===== src/hdl/cpu_macros.svh =====
`ifndef CPU_MACROS_SVH
`define CPU_MACROS_SVH

// data path and instruction word width
`define WORD_W 16

// main memory address width, in words
`define MEM_ADDR_W 12

// word count of main memory
// keep at 2**MEM_ADDR_W so the pc wrap lands on word 0
`define MEM_DEPTH 4096

`endif


===== src/hdl/cpu_pkg.sv =====
`include "cpu_macros.svh"

package cpu_pkg;

    // top nibble of every instruction word
    // unlisted codes run as no-ops
    typedef enum logic [3:0] {
        LOAD  = 4'd0,
        STORE = 4'd1,
        ALU_M = 4'd2,
        ALU_I = 4'd3,
        JUMP  = 4'd4,
        JZ    = 4'd5,
        LDI   = 4'd6,
        HALT  = 4'd15
    } major_op_e;

    // alu function select
    typedef enum logic [3:0] {
        ALU_ADD,
        ALU_SUB,
        ALU_MUL,
        ALU_DIV,
        ALU_SHL,
        ALU_SHR,
        ALU_ROL,
        ALU_ROR,
        ALU_AND,
        ALU_OR,
        ALU_XOR,
        ALU_NOR,
        ALU_NAND,
        ALU_XNOR,
        ALU_GT,
        ALU_EQ
    } alu_op_e;

    // memory format carries a full address or the 12-bit LDI immediate
    typedef struct packed {
        major_op_e              op;
        logic [`MEM_ADDR_W-1:0] addr;
    } mem_fmt_t;

    // alu format with a low byte that is an address (ALU_M) or an immediate (ALU_I)
    typedef struct packed {
        major_op_e op;
        alu_op_e   fn;
        logic [7:0] operand;
    } alu_fmt_t;

    // one instruction word seen two ways
    typedef union packed {
        mem_fmt_t mfmt;
        alu_fmt_t afmt;
    } instr_u;

    typedef enum logic [2:0] {
        IDLE,
        FETCH,
        DECODE,
        EXECUTE,
        HALTED
    } core_state_e;

endpackage


===== src/hdl/mem_if.sv =====
`timescale 1ns/1ns
`include "cpu_macros.svh"

// single port between core and main memory
// rdata is the word at the addr sampled on the previous edge
interface mem_if;

    logic [`MEM_ADDR_W-1:0] addr;
    logic [`WORD_W-1:0]     wdata;
    logic                   we;
    logic [`WORD_W-1:0]     rdata;

    // core side, also carries host traffic while stopped
    modport core (
        output addr,
        output wdata,
        output we,
        input  rdata
    );

    // ram side
    modport memory (
        input  addr,
        input  wdata,
        input  we,
        output rdata
    );

endinterface


===== src/hdl/alu.sv =====
`timescale 1ns/1ns
`include "cpu_macros.svh"

// sixteen-function alu, purely combinational
// a is the accumulator, b the operand
module alu (
    input  cpu_pkg::alu_op_e    op,
    input  logic [`WORD_W-1:0]  a,
    input  logic [`WORD_W-1:0]  b,
    output logic [`WORD_W-1:0]  result
);

    // full product, only the low word is kept
    logic [2*`WORD_W-1:0] product;

    assign product = a * b;

    always_comb begin
        case (op)
            cpu_pkg::ALU_ADD:  result = a + b;
            cpu_pkg::ALU_SUB:  result = a - b;
            cpu_pkg::ALU_MUL:  result = product[`WORD_W-1:0];
            // divide by zero saturates to all ones
            cpu_pkg::ALU_DIV:  result = (b == '0) ? '1 : a / b;
            // single-bit shifts, zero fill
            cpu_pkg::ALU_SHL:  result = a << 1;
            cpu_pkg::ALU_SHR:  result = a >> 1;
            // rotates through the word, no carry
            cpu_pkg::ALU_ROL:  result = {a[`WORD_W-2:0], a[`WORD_W-1]};
            cpu_pkg::ALU_ROR:  result = {a[0], a[`WORD_W-1:1]};
            cpu_pkg::ALU_AND:  result = a & b;
            cpu_pkg::ALU_OR:   result = a | b;
            cpu_pkg::ALU_XOR:  result = a ^ b;
            cpu_pkg::ALU_NOR:  result = ~(a | b);
            cpu_pkg::ALU_NAND: result = ~(a & b);
            cpu_pkg::ALU_XNOR: result = ~(a ^ b);
            // compares are unsigned, result is 1 or 0
            cpu_pkg::ALU_GT:   result = (a > b) ? `WORD_W'(1) : '0;
            cpu_pkg::ALU_EQ:   result = (a == b) ? `WORD_W'(1) : '0;
            default:           result = '0;
        endcase
    end

endmodule


===== src/hdl/cpu_core.sv =====
`timescale 1ns/1ns
`include "cpu_macros.svh"

// accumulator machine sequencer
// fetch, decode, execute, three cycles per instruction
module cpu_core (
    input  logic                   clk,
    input  logic                   reset,
    input  logic                   start,
    input  logic                   host_we,
    input  logic [`MEM_ADDR_W-1:0] host_addr,
    input  logic [`WORD_W-1:0]     host_wdata,
    output logic                   running,
    output logic                   halted,
    output logic [`WORD_W-1:0]     acc,
    mem_if.core                    mem
);

    cpu_pkg::core_state_e   state;
    logic [`MEM_ADDR_W-1:0] pc;
    // latched instruction, valid in EXECUTE
    cpu_pkg::instr_u        ir;
    // instruction word straight off the read port, valid in DECODE
    cpu_pkg::instr_u        fetched;

    // core-side memory request before the host mux
    logic [`MEM_ADDR_W-1:0] core_addr;
    logic                   core_we;

    logic [`WORD_W-1:0]     alu_b;
    logic [`WORD_W-1:0]     alu_result;
    logic [`WORD_W-1:0]     acc_next;
    logic [`MEM_ADDR_W-1:0] pc_next;

    // status comes straight from the state register
    assign running = (state == cpu_pkg::FETCH) ||
                     (state == cpu_pkg::DECODE) ||
                     (state == cpu_pkg::EXECUTE);
    assign halted  = (state == cpu_pkg::HALTED);

    assign fetched = mem.rdata;

    // memory request from the sequencer
    always_comb begin
        core_addr = pc;
        core_we   = 1'b0;
        if (state == cpu_pkg::DECODE) begin
            // operand access issued in the same cycle the opcode arrives
            case (fetched.mfmt.op)
                cpu_pkg::LOAD:  core_addr = fetched.mfmt.addr;
                cpu_pkg::STORE: begin
                    core_addr = fetched.mfmt.addr;
                    core_we   = 1'b1;
                end
                // ALU_M reaches only the bottom 256 words
                cpu_pkg::ALU_M: core_addr = `MEM_ADDR_W'(fetched.afmt.operand);
                default:        core_addr = pc;
            endcase
        end
    end

    // host owns the port whenever the machine is stopped
    assign mem.addr  = running ? core_addr : host_addr;
    assign mem.we    = running ? core_we : host_we;
    // STORE always writes the accumulator
    assign mem.wdata = running ? acc : host_wdata;

    // operand b, memory word or zero-extended immediate
    assign alu_b = (ir.afmt.op == cpu_pkg::ALU_M) ? mem.rdata : `WORD_W'(ir.afmt.operand);

    alu u_alu (
        .op     (ir.afmt.fn),
        .a      (acc),
        .b      (alu_b),
        .result (alu_result)
    );

    // execute-stage decode on the latched instruction
    always_comb begin
        acc_next = acc;
        // 12-bit pc wraps at the top of memory
        pc_next  = pc + 1'b1;
        case (ir.mfmt.op)
            cpu_pkg::LOAD:  acc_next = mem.rdata;
            cpu_pkg::ALU_M,
            cpu_pkg::ALU_I: acc_next = alu_result;
            cpu_pkg::LDI:   acc_next = `WORD_W'(ir.mfmt.addr);
            cpu_pkg::JUMP:  pc_next  = ir.mfmt.addr;
            cpu_pkg::JZ: begin
                // branch on the accumulator as it stands
                if (acc == '0) begin
                    pc_next = ir.mfmt.addr;
                end
            end
            // pc parks on the halt word
            cpu_pkg::HALT:  pc_next  = pc;
            default:        acc_next = acc;
        endcase
    end

    // state, pc and accumulator
    always_ff @(posedge clk) begin
        if (reset) begin
            state <= cpu_pkg::IDLE;
            pc    <= '0;
            acc   <= '0;
        end else begin
            case (state)
                cpu_pkg::IDLE,
                cpu_pkg::HALTED: begin
                    // start is only looked at while stopped
                    if (start) begin
                        state <= cpu_pkg::FETCH;
                        pc    <= '0;
                        acc   <= '0;
                    end
                end
                cpu_pkg::FETCH:  state <= cpu_pkg::DECODE;
                cpu_pkg::DECODE: state <= cpu_pkg::EXECUTE;
                cpu_pkg::EXECUTE: begin
                    acc <= acc_next;
                    pc  <= pc_next;
                    if (ir.mfmt.op == cpu_pkg::HALT) begin
                        state <= cpu_pkg::HALTED;
                    end else begin
                        state <= cpu_pkg::FETCH;
                    end
                end
                default: state <= cpu_pkg::IDLE;
            endcase
        end
    end

    // instruction register, loaded once per instruction
    always_ff @(posedge clk) begin
        if (state == cpu_pkg::DECODE) begin
            ir <= fetched;
        end
    end

endmodule


===== src/flat_wrapper.sv =====
// flat-port wrapper written by rule: the top's interface ports become plain ports
module cpu_core_flat 
  (clk, reset, start, host_we, host_addr, host_wdata, running, halted, acc, mem_addr, mem_wdata, mem_we, mem_rdata);
  mem_if mem_i ();
  input  logic clk;
  input  logic reset;
  input  logic start;
  input  logic host_we;
  input  logic [`MEM_ADDR_W-1:0] host_addr;
  input  logic [`WORD_W-1:0] host_wdata;
  output logic running;
  output logic halted;
  output logic [`WORD_W-1:0] acc;
  output wire logic [$bits(mem_i.addr)-1:0] mem_addr;
  output wire logic [$bits(mem_i.wdata)-1:0] mem_wdata;
  output wire logic [$bits(mem_i.we)-1:0] mem_we;
  input wire logic [$bits(mem_i.rdata)-1:0] mem_rdata;
  assign mem_addr = mem_i.addr;
  assign mem_wdata = mem_i.wdata;
  assign mem_we = mem_i.we;
  assign mem_i.rdata = mem_rdata;
  cpu_core u_core (.clk(clk), .reset(reset), .start(start), .host_we(host_we), .host_addr(host_addr), .host_wdata(host_wdata), .running(running), .halted(halted), .acc(acc), .mem(mem_i));
endmodule

===== config.mk =====
export PLATFORM = sky130hd
export DESIGN_NAME = cpu_core_flat
export DESIGN_NICKNAME = d
export VERILOG_FILES = /design/src/hdl/cpu_pkg.sv /design/src/hdl/mem_if.sv /design/src/hdl/alu.sv /design/src/hdl/cpu_core.sv /design/src/flat_wrapper.sv
export VERILOG_INCLUDE_DIRS = /design/src /design/src/hdl
export SDC_FILE = /design/constraint.sdc
export NUM_CORES = 1
export LEC_CHECK = 0
export ABC_AREA = 1
export ABC_CLOCK_PERIOD_IN_PS = 26100
export CAP_MARGIN = 20
export CORE_MARGIN = 4
export CORE_UTILIZATION = 50
export CTS_BUF_LIST = sky130_fd_sc_hd__clkbuf_16
export CTS_CLUSTER_SIZE = 40
export DETAILED_ROUTE_END_ITERATION = 16
export DONT_BUFFER_PORTS = 1
export PLACE_DENSITY_LB_ADDON = 0.25
export SYNTH_ARGS = -nofsm -noshare
export SYNTH_HDL_FRONTEND = slang
export SYNTH_SLANG_ARGS = --single-unit

===== constraint.sdc =====
create_clock -name clk -period 26.1 [get_ports clk]
set_input_delay 5.22 -clock clk [delete_from_list [all_inputs] [get_ports clk]]
set_output_delay 5.22 -clock clk [all_outputs]
set_load 0.05 [all_outputs]

==> reports/metrics.csv <==
stage,metric,value,unit
synth,Synthesized Nets,2911,
floorplan,io pins,95,
setup_path,"Data required, critical path",26.33,ns
synth,Syn Inst Count,2551,
global_route,initial antenna violation count,0,
clocking,clock buffer depth,2,
placement,Placed Instances,3275,
detailed_routing,# DRC,0,
finish,area grow syn2layout,37.7,%
clocking,Clock transition at path regs,0.07,ns
clocking,hold-fix buffer count after cts,0,
status,outcome,finished with violations,
clocking,clock root cell,clkbuf_16,
floorplan,Starting Density,0.510,
placement,post-DP HPWL,50.2,mm
sta,PnR worst setup slack,-1.05,ns
setup_path,Reg-to-Reg Start,u_core.ir[12],
finish,fillers,2610,
setup_path,reg2reg setup slack,2.76,ns
detailed_routing,vias post-DR,20100,
finish,final core utilization,0.702,
sta,setup violators final,1,
floorplan,Chip Width,188,microns
placement,port bufs,0,
clocking,H-tree lvl count,2,
global_route,GRT Residual Overflow,0,
clocking,CTS tree,built,
global_route,GRT Total Usage,0.369,
finish,Inserted Diodes,0,
synth,"Top FF cell, synth",dfxtp_1,
synth,"area leader, netlist",ha_1,
sta,Hold WS,0.475,ns
sta,RSZ-0062 raised after global routing,yes,
finish,layout cells sized above 1,0.310,
detailed_routing,Final ANT Viol Nets,0,
clocking,Num CTS Buffers,5,
global_route,first-pass GRT wire length,105,mm
status,failing checks,negative setup slack,
synth,Synth area leaders,"ha_1 (18%), nand2_1 (14%), fa_1 (10%)",
worst_hold_path,Hold Path Cell Cnt,2,
setup_path,critical path startpoint category,input pin,
setup_path,reg-to-reg endpoint,u_core.acc[0],
sta,relative slew slack,0.298,
floorplan,die area,0.0353,sq mm
setup_path,Worst EP arrival,27.38,ns
worst_hold_path,Hold Path Class,register to register,
worst_hold_path,hold_sp,u_core.pc[4],
setup_path,most frequent CP cell,nand2_2,
finish,fin nets,3344,
setup_path,CP max stage cell,a221o_1,
synth,register area share after synthesis,0.0681,
sta,fmax,0.0368,GHz
sta,Hold Fails Final Rpt,0,
clocking,clock insertion delay at the later pin of the skew report,0.30,ns
clocking,Sink Count,47,
detailed_routing,Avg WL per Cell,20.9,microns
sta,Worst Clk Skew,0.00510,ns
setup_path,Setup CP Type,input pin to register,
global_route,largest net degree at the start of global routing,53,
detailed_routing,routed vias/inst,5.92,
synth,Avg Inst Size Synth,6.34,sq um
synth,"EDFF count, synth",16,
global_route,vias in the first global route,19500,
floorplan,chip height,188,microns
finish,most common library cell in the layout ignoring fill and taps,nand2_1,
worst_hold_path,worst min-delay path endpoint,u_core.pc[4],
sta,crit path time final,27.15,ns
detailed_routing,WL final,70.8,mm
job,MaxCap Viol Count,0,
synth,cell area after synthesis,0.0162,sq mm
detailed_routing,initial drt markers,2174,
placement,RePlAce Congestion,1.00,
synth,synthesis warning total,0,
synth,Synth async-reset ratio,0,
setup_path,Register-to-Register Path Depth,177,
synth,top cell type's share of synthesized area,0.178,
floorplan,Cell Rows,65,
floorplan,Core Footprint,0.0317,sq mm
synth,Unique masters post-synth,60,
sta,period utilisation layout,1.04,
setup_path,Crit Path Max Fanout,8,
finish,highest-count cells in the layout ignoring fill and taps,"nand2_1 (510), buf_4 (481), inv_1 (343), nor2_1 (188), ha_1 (170)",
finish,"Cell Count, Final, Fillers Out",3387,
synth,Synth Register Bits,47,
setup_path,CP endpoint kind,register,
sta,Worst-Margin Slew,1.05,ns
sta,max-slew violation count,0,
setup_path,CP max stage delay,0.36,ns
detailed_routing,drt pass-1 iters,6,
## sequential cells by signal, summed over array words and instances (netlist names)
name / count
u_core.ir: 16
u_core.pc: 12
u_core.acc: 16
u_core.state: 3
## layout make-up
cell class | count | area [sq um] | share of cell area
repair buffers | 499 | 3840 | 0.172
flip-flops and latches | 47 | 1100 | 0.0494
clock buffers | 5 | 125 | 0.00562
clock inverters | 3 | 27.5 | 0.00124
inverters | 391 | 1520 | 0.0681
repair inverters | 3 | 23.8 | 0.00107
multi-input cells | 2037 | 15100 | 0.680
well taps | 402 | 503 | 0.0226
## cells in the mapped netlist, drive strengths merged, types with 14 or more instances
cell / number
a21oi: 165
a221oi: 16
and2: 23
buf: 17
clkbuf: 61
dfxtp: 31
edfxtp: 16
fa: 82
ha: 230
inv: 380
nand2: 637
nand3: 159
nand4: 22
nor2: 204
nor3: 29
nor4: 14
o211ai: 19
o21ai: 173
o221ai: 15
o22ai: 19
or2: 30
xnor2: 48
xor2: 59
## worst max path at each step
stage	end	start	slack (ns)	cells past startpoint
4_1_cts	u_core.acc[0]	mem_rdata[0]	0.0005	170
6_report	u_core.acc[0]	mem_rdata[14]	-1.05	174
2_1_floorplan	u_core.acc[0]	mem_rdata[0]	0.02	172
3_5_place_dp	u_core.acc[0]	mem_rdata[14]	-1.63	163
5_1_grt	u_core.acc[0]	mem_rdata[0]	-2.10	171
3_3_place_gp	u_core.acc[0]	mem_rdata[0]	-1.0	161
## critical path, delay by kind of cell
| kind | cells | cell delay (ns) |
|---|---|---|
| adders and majority gates | 15 | 4.03 |
| buffers and inverters | 20 | 1.98 |
| xor gates and xnor gates | 1 | 0.17 |
| and+or+nand+nor | 104 | 10.31 |
| AOI/OAI and AO/OA | 34 | 5.55 |
## layer usage
layer,part of all wire,routed length (microns),track usage
met5,0,0,0
met4,0.066,4670,0.154
met3,0.11,7920,0.0728
met2,0.44,31300,0.606
met1,0.38,27000,0.475
## cells by family after synthesis
family / after synthesis / share of synthesized area
buffers and inverters: 469 / 0.112
XOR/XNOR: 107 / 0.0579
flip-flops: 47 / 0.0681
AND/OR/NAND/NOR: 1127 / 0.302
AO/OA/AOI/OAI: 489 / 0.180
adder cells (fa/ha/maj): 312 / 0.279
## timing repair
item,in CTS,in global routing
cloned,6,0
buffers inserted,62,37
pin swaps,104,188
setup endpoints to repair,2,2
gates resized for setup,147,248
## stage by stage
step                      TNS, ns  worst slack (ns)  cell area [sq um]
after floorplan                 0            0.0171              16400
after global placement      -1.01            -0.997              19600
after detailed placement    -2.21             -1.63              19600
after CTS                       0          0.000513              20900
after global routing        -2.99             -2.10              22300
final                       -1.05             -1.05              22300
Power is not shown: default switching activity piles up to over one toggle a cycle in this logic, so the estimate is an artifact.
